`src/source/board_pkg.sv`:
```
package board_pkg;

    // center button action, taken from the two selection switches
    localparam logic [1:0] SEL_LOAD_A  = 2'd0;
    localparam logic [1:0] SEL_LOAD_B  = 2'd1;
    localparam logic [1:0] SEL_COMPUTE = 2'd2;
    localparam logic [1:0] SEL_CLEAR   = 2'd3;

    // stable cycles before a button level is believed
    // 10 ms at the 100 MHz board clock
    localparam int DEBOUNCE_DEFAULT = 1_000_000;

endpackage

```
`src/source/calc_pkg.sv`:
```
package calc_pkg;

    localparam int DATA_W   = 16;  // operand width, one switch bank
    localparam int RESULT_W = 32;  // full product width
    localparam int NUM_OPS  = 11;  // one-hot operation switches

    // bit position of each operation switch, add on the top switch
    typedef enum int {
        OP_MIN = 0,
        OP_MAX = 1,
        OP_SHR = 2,
        OP_SHL = 3,
        OP_XOR = 4,
        OP_OR  = 5,
        OP_AND = 6,
        OP_DIV = 7,
        OP_MUL = 8,
        OP_SUB = 9,
        OP_ADD = 10
    } op_bit_e;

    // divide view, remainder in the high half
    typedef struct packed {
        logic [DATA_W-1:0] remainder;
        logic [DATA_W-1:0] quotient;
    } div_result_t;

    typedef union packed {
        logic [RESULT_W-1:0] word;  // plain value for every other op
        div_result_t         div;
    } result_word_u;

endpackage

```
`src/source/calc_if.sv`:
```
`timescale 1ns/1ps

// command channel, control to arithmetic unit
interface calc_cmd_if;
    logic                         valid;
    logic                         ready;
    logic [calc_pkg::DATA_W-1:0]  operand_a;
    logic [calc_pkg::DATA_W-1:0]  operand_b;
    logic [calc_pkg::NUM_OPS-1:0] operation;  // raw switch word, should be one-hot

    modport ctrl (
        output valid,
        output operand_a,
        output operand_b,
        output operation,
        input  ready
    );

    modport unit (
        input  valid,
        input  operand_a,
        input  operand_b,
        input  operation,
        output ready
    );
endinterface

// result channel, no back-pressure
interface calc_res_if;
    logic                   valid;  // single-cycle pulse
    calc_pkg::result_word_u value;
    logic                   error;

    modport unit (output valid, output value, output error);
    modport ctrl (input valid, input value, input error);
endinterface

```
`src/source/arithmetic_unit.sv`:
```
`timescale 1ns/1ps

module arithmetic_unit (
    input  logic     clk_100mhz,
    input  logic     reset,
    calc_cmd_if.unit cmd,
    calc_res_if.unit res
);
    logic                          accept;
    logic                          op_valid;     // exactly one switch up
    logic                          div_by_zero;
    logic                          div_start;
    logic [calc_pkg::RESULT_W-1:0] a_ext;
    logic [calc_pkg::RESULT_W-1:0] b_ext;
    logic [calc_pkg::RESULT_W-1:0] alu_value;
    logic                          res_valid_q;
    logic                          res_error_q;
    calc_pkg::result_word_u        res_value_q;
    calc_pkg::result_word_u        div_word;
    logic                          div_busy;
    logic                          div_done;
    logic [calc_pkg::DATA_W-1:0]   div_quotient;
    logic [calc_pkg::DATA_W-1:0]   div_remainder;

    assign accept      = cmd.valid && cmd.ready;
    assign op_valid    = $onehot(cmd.operation);
    assign div_by_zero = cmd.operation[calc_pkg::OP_DIV] && (cmd.operand_b == '0);
    assign div_start   = accept && op_valid && cmd.operation[calc_pkg::OP_DIV] && !div_by_zero;

    assign a_ext = calc_pkg::RESULT_W'(cmd.operand_a);  // unsigned, zero-extended
    assign b_ext = calc_pkg::RESULT_W'(cmd.operand_b);

    ////////////////////////////////////////////////////////////
    // single-cycle operations
    ////////////////////////////////////////////////////////////
    always_comb begin
        case (1'b1)
            cmd.operation[calc_pkg::OP_ADD]: alu_value = a_ext + b_ext;
            cmd.operation[calc_pkg::OP_SUB]: alu_value = a_ext - b_ext;  // wraps mod 2^32
            cmd.operation[calc_pkg::OP_MUL]: alu_value = a_ext * b_ext;
            cmd.operation[calc_pkg::OP_AND]: alu_value = a_ext & b_ext;
            cmd.operation[calc_pkg::OP_OR]:  alu_value = a_ext | b_ext;
            cmd.operation[calc_pkg::OP_XOR]: alu_value = a_ext ^ b_ext;
            cmd.operation[calc_pkg::OP_SHL]: alu_value = a_ext << cmd.operand_b[3:0];
            cmd.operation[calc_pkg::OP_SHR]: alu_value = a_ext >> cmd.operand_b[3:0];
            cmd.operation[calc_pkg::OP_MAX]: alu_value = (a_ext > b_ext) ? a_ext : b_ext;
            cmd.operation[calc_pkg::OP_MIN]: alu_value = (a_ext < b_ext) ? a_ext : b_ext;
            default:                         alu_value = '0;  // divide goes to the divider
        endcase
    end

    always_ff @(posedge clk_100mhz) begin
        if (reset) begin
            res_valid_q <= 1'b0;
            res_error_q <= 1'b0;
        end else begin
            res_valid_q <= accept && !div_start;
            if (accept) res_error_q <= !op_valid || div_by_zero;
        end
    end

    always_ff @(posedge clk_100mhz) begin
        if (accept) res_value_q.word <= (op_valid && !div_by_zero) ? alu_value : '0;
    end

    // 16 cycles of restoring division
    serial_divider i_divider (
        .clk_100mhz (clk_100mhz),
        .reset      (reset),
        .start      (div_start),
        .dividend   (cmd.operand_a),
        .divisor    (cmd.operand_b),
        .busy       (div_busy),
        .done       (div_done),
        .quotient   (div_quotient),
        .remainder  (div_remainder)
    );

    always_comb begin
        div_word.div.quotient  = div_quotient;
        div_word.div.remainder = div_remainder;
    end

    // hold off while any result is still on its way out
    assign cmd.ready = !(div_busy || div_done || res_valid_q);

    assign res.valid = res_valid_q || div_done;
    assign res.value = div_done ? div_word : res_value_q;
    assign res.error = div_done ? 1'b0 : res_error_q;
endmodule

```
`src/source/button_debouncer.sv`:
```
`timescale 1ns/1ps

module button_debouncer #(
    parameter int DEBOUNCE_CYCLES = board_pkg::DEBOUNCE_DEFAULT
) (
    input  logic clk_100mhz,
    input  logic reset,
    input  logic button,
    output logic press
);
    localparam int CNT_W = $clog2(DEBOUNCE_CYCLES + 1);

    logic             sync_meta;
    logic             sync_level;
    logic             stable_level;  // last accepted level
    logic [CNT_W-1:0] count;         // cycles the input has disagreed
    logic             flip;

    // two-flop synchronizer on the raw pin
    always_ff @(posedge clk_100mhz) begin
        if (reset) begin
            sync_meta  <= 1'b0;
            sync_level <= 1'b0;
        end else begin
            sync_meta  <= button;
            sync_level <= sync_meta;
        end
    end

    assign flip = (sync_level != stable_level) &&
                  (count == CNT_W'(DEBOUNCE_CYCLES - 1));

    always_ff @(posedge clk_100mhz) begin
        if (reset) begin
            stable_level <= 1'b0;
            count        <= '0;
            press        <= 1'b0;
        end else begin
            press <= flip && sync_level;  // rising edges only
            if (sync_level == stable_level) begin
                count <= '0;  // glitch over, start again
            end else if (flip) begin
                stable_level <= sync_level;
                count        <= '0;
            end else begin
                count <= count + 1'b1;
            end
        end
    end
endmodule

```
`src/source/calc_control.sv`:
```
`timescale 1ns/1ps

module calc_control (
    input  logic                          clk_100mhz,
    input  logic                          reset,
    input  logic                          press,
    input  logic [calc_pkg::DATA_W-1:0]   input_data,
    input  logic [1:0]                    operand_selection,
    input  logic [calc_pkg::NUM_OPS-1:0]  operation,
    calc_cmd_if.ctrl                      cmd,
    calc_res_if.ctrl                      res,
    output logic [calc_pkg::RESULT_W-1:0] result_out,
    output logic                          result_ready_out,
    output logic                          error_out
);
    logic [calc_pkg::DATA_W-1:0]  operand_a;
    logic [calc_pkg::DATA_W-1:0]  operand_b;
    calc_pkg::result_word_u       result_q;
    logic                         result_ready;
    logic                         error_q;
    logic                         cmd_valid;
    logic                         waiting;  // accepted, result not back yet
    logic                         compute_go;
    logic [calc_pkg::DATA_W-1:0]  cmd_a;
    logic [calc_pkg::DATA_W-1:0]  cmd_b;
    logic [calc_pkg::NUM_OPS-1:0] cmd_op;

    // a compute press counts only with nothing shown and nothing in flight
    assign compute_go = press && (operand_selection == board_pkg::SEL_COMPUTE) &&
                        !result_ready && !cmd_valid && !waiting;

    ////////////////////////////////////////////////////////////
    // operand and result registers
    ////////////////////////////////////////////////////////////
    always_ff @(posedge clk_100mhz) begin
        if (reset) begin
            operand_a    <= '0;
            operand_b    <= '0;
            result_q     <= '0;
            result_ready <= 1'b0;
            error_q      <= 1'b0;
            cmd_valid    <= 1'b0;
            waiting      <= 1'b0;
        end else begin
            if (press) begin
                case (operand_selection)
                    board_pkg::SEL_LOAD_A: begin
                        operand_a    <= input_data;
                        result_ready <= 1'b0;
                    end
                    board_pkg::SEL_LOAD_B: begin
                        operand_b    <= input_data;
                        result_ready <= 1'b0;
                    end
                    board_pkg::SEL_CLEAR: begin
                        result_q     <= '0;
                        error_q      <= 1'b0;
                        result_ready <= 1'b0;
                    end
                    default: ;  // compute handled through compute_go
                endcase
            end
            if (compute_go) cmd_valid <= 1'b1;
            if (cmd_valid && cmd.ready) begin
                cmd_valid <= 1'b0;
                waiting   <= 1'b1;
            end
            if (res.valid) begin  // a result always wins
                result_q     <= res.value;
                error_q      <= res.error;
                result_ready <= 1'b1;
                waiting      <= 1'b0;
            end
        end
    end

    // command fields frozen at the press, held until the handshake
    always_ff @(posedge clk_100mhz) begin
        if (compute_go) begin
            cmd_a  <= operand_a;
            cmd_b  <= operand_b;
            cmd_op <= operation;
        end
    end

    assign cmd.valid        = cmd_valid;
    assign cmd.operand_a    = cmd_a;
    assign cmd.operand_b    = cmd_b;
    assign cmd.operation    = cmd_op;
    assign result_out       = result_q.word;
    assign result_ready_out = result_ready;
    assign error_out        = error_q;
endmodule

```
`src/source/calculator_top.sv`:
```
`timescale 1ns/1ps

module calculator_top #(
    parameter int DEBOUNCE_CYCLES = board_pkg::DEBOUNCE_DEFAULT
) (
    input  logic                          clk_100mhz,
    input  logic                          reset,
    input  logic                          button_c,          // raw center button
    input  logic [calc_pkg::DATA_W-1:0]   input_data,
    input  logic [1:0]                    operand_selection,
    input  logic [calc_pkg::NUM_OPS-1:0]  operation,
    output logic [calc_pkg::RESULT_W-1:0] result_out,
    output logic                          result_ready_out,
    output logic                          error_out
);
    logic press;

    calc_cmd_if cmd_bus ();
    calc_res_if res_bus ();

    button_debouncer #(
        .DEBOUNCE_CYCLES (DEBOUNCE_CYCLES)
    ) i_debouncer (
        .clk_100mhz (clk_100mhz),
        .reset      (reset),
        .button     (button_c),
        .press      (press)
    );

    calc_control i_control (
        .clk_100mhz        (clk_100mhz),
        .reset             (reset),
        .press             (press),
        .input_data        (input_data),
        .operand_selection (operand_selection),
        .operation         (operation),
        .cmd               (cmd_bus.ctrl),
        .res               (res_bus.ctrl),
        .result_out        (result_out),
        .result_ready_out  (result_ready_out),
        .error_out         (error_out)
    );

    arithmetic_unit i_arith_unit (
        .clk_100mhz (clk_100mhz),
        .reset      (reset),
        .cmd        (cmd_bus.unit),
        .res        (res_bus.unit)
    );
endmodule

```
`src/source/serial_divider.sv`:
```
`timescale 1ns/1ps

module serial_divider (
    input  logic                        clk_100mhz,
    input  logic                        reset,
    input  logic                        start,
    input  logic [calc_pkg::DATA_W-1:0] dividend,
    input  logic [calc_pkg::DATA_W-1:0] divisor,
    output logic                        busy,
    output logic                        done,
    output logic [calc_pkg::DATA_W-1:0] quotient,
    output logic [calc_pkg::DATA_W-1:0] remainder
);
    localparam int STEP_W = $clog2(calc_pkg::DATA_W);

    // remainder and quotient shift together as one word
    calc_pkg::result_word_u      work;
    logic [calc_pkg::DATA_W-1:0] divisor_q;
    logic [STEP_W-1:0]           step;
    logic [calc_pkg::DATA_W:0]   partial;  // remainder shifted in, one spare bit
    logic [calc_pkg::DATA_W:0]   trial;

    assign partial = work.word[calc_pkg::RESULT_W-1:calc_pkg::DATA_W-1];
    assign trial   = partial - {1'b0, divisor_q};

    always_ff @(posedge clk_100mhz) begin
        if (reset) begin
            busy <= 1'b0;
            done <= 1'b0;
            step <= '0;
        end else begin
            done <= 1'b0;
            if (start && !busy) begin
                busy <= 1'b1;
                step <= '0;
            end else if (busy) begin
                step <= step + 1'b1;
                if (step == STEP_W'(calc_pkg::DATA_W - 1)) begin  // last quotient bit
                    busy <= 1'b0;
                    done <= 1'b1;
                end
            end
        end
    end

    always_ff @(posedge clk_100mhz) begin
        if (start && !busy) begin
            work.div.remainder <= '0;
            work.div.quotient  <= dividend;
            divisor_q          <= divisor;
        end else if (busy) begin
            if (!trial[calc_pkg::DATA_W]) begin  // no borrow, divisor fits
                work.div.remainder <= trial[calc_pkg::DATA_W-1:0];
                work.div.quotient  <= {work.div.quotient[calc_pkg::DATA_W-2:0], 1'b1};
            end else begin
                work.word <= work.word << 1;  // restore, quotient bit 0
            end
        end
    end

    assign quotient  = work.div.quotient;
    assign remainder = work.div.remainder;
endmodule
```
`config.mk`:
```
export PLATFORM = sky130hd
export DESIGN_NAME = calculator_top
export DESIGN_NICKNAME = d
export VERILOG_FILES = /design/src/source/board_pkg.sv /design/src/source/calc_pkg.sv /design/src/source/calc_if.sv /design/src/source/arithmetic_unit.sv /design/src/source/button_debouncer.sv /design/src/source/calc_control.sv /design/src/source/calculator_top.sv /design/src/source/serial_divider.sv
export SDC_FILE = /design/constraint.sdc
export NUM_CORES = 1
export LEC_CHECK = 0
export ABC_AREA = 1
export ABC_CLOCK_PERIOD_IN_PS = 11470
export BUFFER_PORTS_ARGS = -buffer_cell sky130_fd_sc_hd__buf_4
export CAP_MARGIN = 20
export CORE_UTILIZATION = 60
export DETAILED_ROUTE_END_ITERATION = 10
export PLACE_DENSITY = 0.74
export SETUP_SLACK_MARGIN = 0.4
export SYNTH_ARGS = -nofsm -noshare
export SYNTH_HDL_FRONTEND = slang
export SYNTH_SLANG_ARGS = --single-unit
```
`constraint.sdc`:
```
create_clock -name clk_100mhz -period 11.47 [get_ports clk_100mhz]
set_input_delay 0.5735 -clock clk_100mhz [delete_from_list [all_inputs] [get_ports clk_100mhz]]
set_output_delay 0.5735 -clock clk_100mhz [all_outputs]
set_load 0.05 [all_outputs]
```
==> impl_metrics.env, run 1 <==
export IMPL_status="completed"
export IMPL_vias=20400
export IMPL_dp_hpwl_um=53800
export IMPL_antenna_found_initial=1
export IMPL_drc_errors=0
export IMPL_ir_worst_vdd_mv=0.136
export IMPL_ys_ff_latch=223
export IMPL_cts_buffers=23
export IMPL_internal_power_w=0.00135
export IMPL_p_comb_frac=0.081
export IMPL_dr_pass1_iters=6
export IMPL_drtAntennaViolNets=0
export IMPL_dieArea_mm2=0.0385
export IMPL_finalNonFillerCells=3514
export IMPL_fp_dieH_um=196
export IMPL_finalSetupViolCount=0
export IMPL_synth_area_top_cells="fa_1, edfxtp_1, nand2_1"
export IMPL_synth_area_mm2=0.0226
export IMPL_rows=70
export IMPL_p_leak_nw=12.4
export IMPL_powerDensity_mw_per_mm2=73.1
export IMPL_clock_latency_ps=550
export IMPL_cts_tree="built"
export IMPL_initial_core_util=0.613
export IMPL_cp_start_kind="register"
export IMPL_rsz0062_at_grt="false"
export IMPL_setup_tns_ps=0
export IMPL_yosys_top_cells_count="nand2_1, inv_1, a21oi_1"
export IMPL_post_cts_buffers=0
export IMPL_cts_sinks=223
export IMPL_gp_congestion=0.996
export IMPL_clock_root_buffer="clkbuf_16"
export IMPL_power_switching_w=0.000418
export IMPL_syn_nets=3438
export IMPL_synth_top_flop_cell="dfxtp_1"
export IMPL_grt_pass1_wl_um=112000
export IMPL_synth_most_common_cell="nand2_1"
export IMPL_portBuffers=65
export IMPL_grt_usage=0.380
export IMPL_synth_top_area_cell="fa_1"
export IMPL_htree_levels=1
export IMPL_nNetsFinal=3406
export IMPL_drive_above_1_share=0.0618
export IMPL_synth_edf_count=107
export IMPL_boundaryPins=66
export IMPL_totalWireLength_um=71500
export IMPL_async_flop_share=0
export IMPL_viasPerCell=5.82
export IMPL_final_max_slew_viol_count=0
export IMPL_seq_area_frac_synth=0.245
export IMPL_cap_violations=0
export IMPL_max_freq_mhz=127
export IMPL_grt_pass1_vias=20500
export IMPL_path_clk_slew_ps=60
export IMPL_dr_first_iter_drc_count=1908
export IMPL_die_x_um=196
export IMPL_crit_type="reg2reg"
export IMPL_cts_resized=0
export IMPL_clockBufferDepth=3
export IMPL_min_path_type="in2reg"
export IMPL_hold_viol=0
export IMPL_required_ps=11810
export IMPL_critPathMaxFanout=20
export IMPL_crit_arrival_ps=8230
export IMPL_placed_cells=3470
export IMPL_clkPwrFrac=0.442
export IMPL_synth_cells=3024
export IMPL_synth_distinct_cells=54
export IMPL_min_period_ps=7880
export IMPL_p_seq_frac=0.477
export IMPL_yosysWarnings=0
export IMPL_wl_per_cell_um=20.3
export IMPL_finalCritPeriodShare=0.687
export IMPL_worstSetupEndpointType="register"
export IMPL_tightestPinTransition_ps=1150
export IMPL_grt_remaining_overflow=0
export IMPL_syn_area_per_cell_um2=7.48
export IMPL_holdBufCountCts=0
export IMPL_sw_frac_of_total=0.237
export IMPL_grt_max_degree=52
export IMPL_skew_ps=35.0
export IMPL_relSlewSlack=0.233
export IMPL_synth_top_area_frac=0.180
export IMPL_core_area_mm2=0.0369
export IMPL_area_growth_pct=6.76
## power by group through the flow
| stage | clock network, W | logic, W | registers (W) |
|---|---|---|---|
| after floorplan | 0 | 0.000100 | 0.000857 |
| after global placement | 0 | 0.000125 | 0.000860 |
| after detailed placement | 0 | 0.000129 | 0.000860 |
| after CTS | 0.000790 | 0.000130 | 0.000842 |
| after global routing | 0.000818 | 0.000161 | 0.000843 |
| final | 0.000780 | 0.000142 | 0.000843 |
## kinds of logic after synthesis
logic type / Yosys count / share of synthesized area
AO/OA/AOI/OAI: 528 / 0.133
XOR/XNOR: 51 / 0.0198
adder cells (fa/ha/maj): 382 / 0.279
buffers and inverters: 718 / 0.123
flip-flops: 223 / 0.245
multiplexers: 5 / 0.00221
AND/OR/NAND/NOR: 1117 / 0.198
## critical path: stages, from the launching register on
cell	delay, ps
edfxtp_1	1030
ha_1	540
inv_1	160
fa_1	480
fa_1	520
inv_1	50
fa_1	460
fa_1	510
fa_1	550
inv_1	60
fa_1	540
inv_1	50
ha_1	380
nand2_1	130
nor4_1	770
nand4_1	310
nand3_1	300
nand2_1	80
nand2_1	90
xor2_1	140
nand2_1	60
o21ai_0	160
nand2_1	90
a21oi_1	190
## stage by stage
stage	cell area [µm²]	total power, W	utilization	worst slack [ps]	hold slack, ps
2_1_floorplan	22600	0.000957	-	4880	388
3_3_place_gp	23300	0.000985	0.633	3870	391
3_5_place_dp	23300	0.000989	0.633	3830	399
4_1_cts	24100	0.00176	0.654	3760	185
5_1_grt	24100	0.00182	0.655	3380	191
6_report	24100	0.00177	0.655	3590	204
## registers in the layout (all words and copies together), names as in the netlist, 4 cells and up
| name | count |
|---|---|
| i_arith_unit.i_divider.work | 32 |
| i_debouncer.count | 20 |
| i_control.cmd.operand_b | 16 |
| i_arith_unit.i_divider.step | 4 |
| i_arith_unit.res_value_q | 32 |
| i_control.cmd.operation | 11 |
| i_control.cmd.operand_a | 16 |
| i_arith_unit.i_divider.divisor_q | 16 |
| i_control.operand_a | 16 |
| i_control.result_out | 32 |
| i_control.operand_b | 16 |
## per-layer routing
layer	wire (µm)	vias up	global-route usage
met5	0	-	0
met4	4460	0	0.214
met3	6130	242	0.0590
met2	32600	1070	0.616
met1	28300	9690	0.486
li1	-	9444	-
## layout by cell type, fill, tap and decap left out, types with 5 or more instances in the layout
master | netlist | routed
nand4_1 | 16 | 16
clkinv_1 | 3 | 6
clkbuf_16 | 0 | 23
nor4_1 | 6 | 6
xnor2_1 | 13 | 13
inv_1 | 544 | 544
nand3_1 | 86 | 86
nor2_2 | 6 | 7
a21oi_1 | 211 | 211
o21bai_1 | 10 | 10
buf_4 | 6 | 101
nor2_1 | 171 | 170
nor3_1 | 18 | 17
inv_2 | 12 | 12
ha_1 | 179 | 179
a31oi_1 | 11 | 10
mux2i_1 | 5 | 5
dfxtp_1 | 116 | 116
o211ai_1 | 39 | 39
o21ai_1 | 21 | 21
or2_2 | 6 | 6
a22oi_1 | 36 | 36
xor2_1 | 38 | 38
nand2_1 | 794 | 794
a21oi_2 | 8 | 8
o22ai_1 | 5 | 5
o21ai_0 | 154 | 154
fa_1 | 203 | 203
a211oi_1 | 7 | 7
edfxtp_1 | 107 | 107
## area by class of cell
type | instances | area, µm²
tap | 504 | 631
inverter | 559 | 2100
fill | 3241 | 12700
clock inverter | 15 | 174
sequential | 223 | 5540
clock buffer | 27 | 611
multi-input combinational | 2083 | 14300
antenna | 1 | 2.50
timing repair buffer | 102 | 786
## final timing paths
| path | startpoint | endpoint | depth (start not counted) | slack (ps) |
|---|---|---|---|---|
| min | operation[4] | i_control.cmd.operation[4] | 1 | 200 |
| max reg2reg | i_control.cmd.operand_a[9] | i_arith_unit.res_value_q[26] | 23 | 3590 |
| min reg2reg | i_debouncer.sync_meta | i_debouncer.sync_level | 2 | 410 |
| max | i_control.cmd.operand_a[9] | i_arith_unit.res_value_q[26] | 23 | 3590 |
Note: power is estimated with default switching activity, not from simulation.
==> run 2: changes to the inputs <==
--- a/config.mk
+++ b/config.mk
@@ -6,12 +6,12 @@
 export NUM_CORES = 1
 export LEC_CHECK = 0
 export ABC_AREA = 1
-export ABC_CLOCK_PERIOD_IN_PS = 11470
+export ABC_CLOCK_PERIOD_IN_PS = 7000
 export BUFFER_PORTS_ARGS = -buffer_cell sky130_fd_sc_hd__buf_4
 export CAP_MARGIN = 20
-export CORE_UTILIZATION = 60
+export CORE_UTILIZATION = 59
 export DETAILED_ROUTE_END_ITERATION = 10
-export PLACE_DENSITY = 0.74
+export PLACE_DENSITY = 0.76
 export SETUP_SLACK_MARGIN = 0.4
 export SYNTH_ARGS = -nofsm -noshare
 export SYNTH_HDL_FRONTEND = slang
==> constraint.sdc (replaced) <==
create_clock -name clk_100mhz -period 7 [get_ports clk_100mhz]
set_input_delay 0.35 -clock clk_100mhz [delete_from_list [all_inputs] [get_ports clk_100mhz]]
set_output_delay 0.35 -clock clk_100mhz [all_outputs]
set_load 0.05 [all_outputs]
==> run 2 against run 1 <==
  * Register-to-register slack worse by 3000 ps
  * Critical path depth is 1 higher
  * Final area is 3.6% higher
  * Hold slack worse by 180 ps
  * Setup slack worse by 3000 ps
  * Die area is 1.7% higher
  * Clock power is 73% higher
  * Utilization is 0.94 points higher
  * Sequential cell count stayed put
  * Non-clock buffer count is 83 higher
  * Sequential power is 64% higher
  * Critical endpoint is now i_arith_unit.res_value_q[25]
  * Global-route usage is 0.19 points lower
==> impl_metrics.env, run 2 (synthesis results as in run 1) <==
export IMPL_r2r_end="i_arith_unit.res_value_q[25]"
export IMPL_cp_start_kind="register"
export IMPL_max_freq_mhz=157
export IMPL_grt_pass1_vias=20400
export IMPL_initial_core_util=0.600
export IMPL_hold_depth=3
export IMPL_setup_tns_ps=0
export IMPL_worstSetupEndpointType="register"
export IMPL_drc_errors=0
export IMPL_finalNonFillerCells=3608
export IMPL_gp_congestion=1.01
export IMPL_path_clk_slew_ps=60
export IMPL_finalCritPeriodShare=0.912
export IMPL_final_common_cell="nand2_1"
export IMPL_min_path_type="in2reg"
export IMPL_htree_levels=1
export IMPL_die_x_um=198
export IMPL_status="completed"
export IMPL_crit_arrival_ps=6760
export IMPL_dr_first_iter_drc_count=2186
export IMPL_crit_type="reg2reg"
export IMPL_hold_start="input_data[14]"
export IMPL_p_leak_nw=12.9
export IMPL_rrSetupSlack_ps=620
export IMPL_skew_ps=33.9
export IMPL_timing_rr_start="i_control.cmd.operand_b[8]"
export IMPL_dp_hpwl_um=55500
export IMPL_totalWireLength_um=72900
export IMPL_min_to="i_control.operand_b[14]"
export IMPL_powerDensity_mw_per_mm2=118
export IMPL_cts_buffers=25
export IMPL_nNetsFinal=3491
export IMPL_placed_cells=3504
export IMPL_dieArea_mm2=0.0391
export IMPL_cts_sinks=223
export IMPL_boundaryPins=66
export IMPL_final_max_slew_viol_count=0
export IMPL_viasPerCell=5.78
export IMPL_portBuffers=65
export IMPL_dr_pass1_iters=8
export IMPL_ir_worst_vdd_mv=0.222
export IMPL_min_period_ps=6380
export IMPL_antenna_found_initial=1
export IMPL_r2r_cells=24
export IMPL_wl_per_cell_um=20.2
export IMPL_area_growth_pct=10.6
export IMPL_tightestPinTransition_ps=1160
export IMPL_drtAntennaViolNets=0
export IMPL_clock_latency_ps=560
export IMPL_clock_root_buffer="clkbuf_16"
export IMPL_whs_ps=21.5
export IMPL_finalSetupViolCount=0
export IMPL_fp_dieH_um=198
export IMPL_clockBufferDepth=3
export IMPL_vias=20800
export IMPL_hold_viol=0
export IMPL_required_ps=7380
export IMPL_cap_violations=0
export IMPL_grt_max_degree=44
export IMPL_rows=71
export IMPL_grt_pass1_wl_um=112000
export IMPL_core_area_mm2=0.0377
export IMPL_drive_above_1_share=0.0888
export IMPL_cts_tree="built"
export IMPL_final_cell_mix="nand2_1, inv_1, a21oi_1"
export IMPL_rsz0062_at_grt="false"
export IMPL_critPathMaxFanout=9
export IMPL_grt_usage=0.378
export IMPL_relSlewSlack=0.223
export IMPL_grt_remaining_overflow=0
## run 2: cell types whose count changed in the layout (fill, tap and decap cells not counted), sizes merged
cell,change
dlygate4sd3,+12
buf,+71
clkinv,+3
clkbuf,+1
## run 2: layout make-up
type,count,area (µm²)
flip-flops and latches,223,5540
repair buffers,185,1490
well taps,511,639
clock buffers,28,647
inverters,559,2100
fillers,3274,12700
diodes,1,2.50
clock inverters,18,199
multi-input cells,2083,14400
## run 2: layer usage
layer | global-route usage | part of all wire
met3 | 0.0606 | 0.098
met4 | 0.213 | 0.065
met2 | 0.606 | 0.45
met1 | 0.487 | 0.38
met5 | 0 | 0
## run 2: repair_timing
| item | 4_1_cts | 5_1_grt |
|---|---|---|
| endpoints found under the setup margin | 6 | 16 |
| hold buffers | 12 | 0 |
| pin swaps | 0 | 6 |
| buffers inserted | 13 | 32 |
| hold endpoints to repair | 12 | 0 |
| gates resized for setup | 2 | 26 |
## run 2: critical path, stage by stage, from the launching register on
cell	delay [ps]
edfxtp_1	520
buf_4	270
nand2_1	100
fa_1	490
fa_1	530
inv_1	50
fa_1	490
fa_1	540
fa_1	540
inv_1	50
fa_1	520
inv_1	70
ha_4	300
nand4_1	180
nor3_2	250
nand4_1	190
nand3_2	160
nand2_1	60
o211ai_1	150
buf_4	170
xor2_1	180
nand2_1	70
o21ai_0	110
nand2_1	80
a21oi_1	120
## run 2: stage by stage
step / utilization / instance area [µm²] / total power, W / worst slack [ps]
finish: 0.664 / 25000 / 0.00295 / 616
global route: 0.664 / 25000 / 0.00305 / 329
CTS: 0.653 / 24600 / 0.00296 / 427
detailed placement: 0.625 / 23500 / 0.00162 / 212
global placement: 0.625 / 23500 / 0.00161 / 314
floorplan: - / 22600 / 0.00157 / 410
## run 2: power breakdown
group | switching (W) | total, W | internal (W)
sequential | 0.0000133 | 0.00138 | 0.00137
combinational | 0.000136 | 0.000223 | 0.0000875
clock | 0.000561 | 0.00135 | 0.000788
## run 2: worst max path at each step
| stage | startpoint | to | slack, ps |
|---|---|---|---|
| final | i_control.cmd.operand_b[8] | i_arith_unit.res_value_q[25] | 620 |
| after global routing | i_control.cmd.operand_a[8] | i_arith_unit.res_value_q[31] | 330 |
| after CTS | i_control.cmd.operand_a[9] | i_arith_unit.res_value_q[28] | 430 |
| after detailed placement | i_control.cmd.operand_a[7] | i_arith_unit.res_value_q[29] | 210 |
| after global placement | i_control.cmd.operand_b[8] | i_arith_unit.res_value_q[31] | 310 |
| after floorplan | i_control.cmd.operand_b[2] | i_arith_unit.res_value_q[31] | 410 |
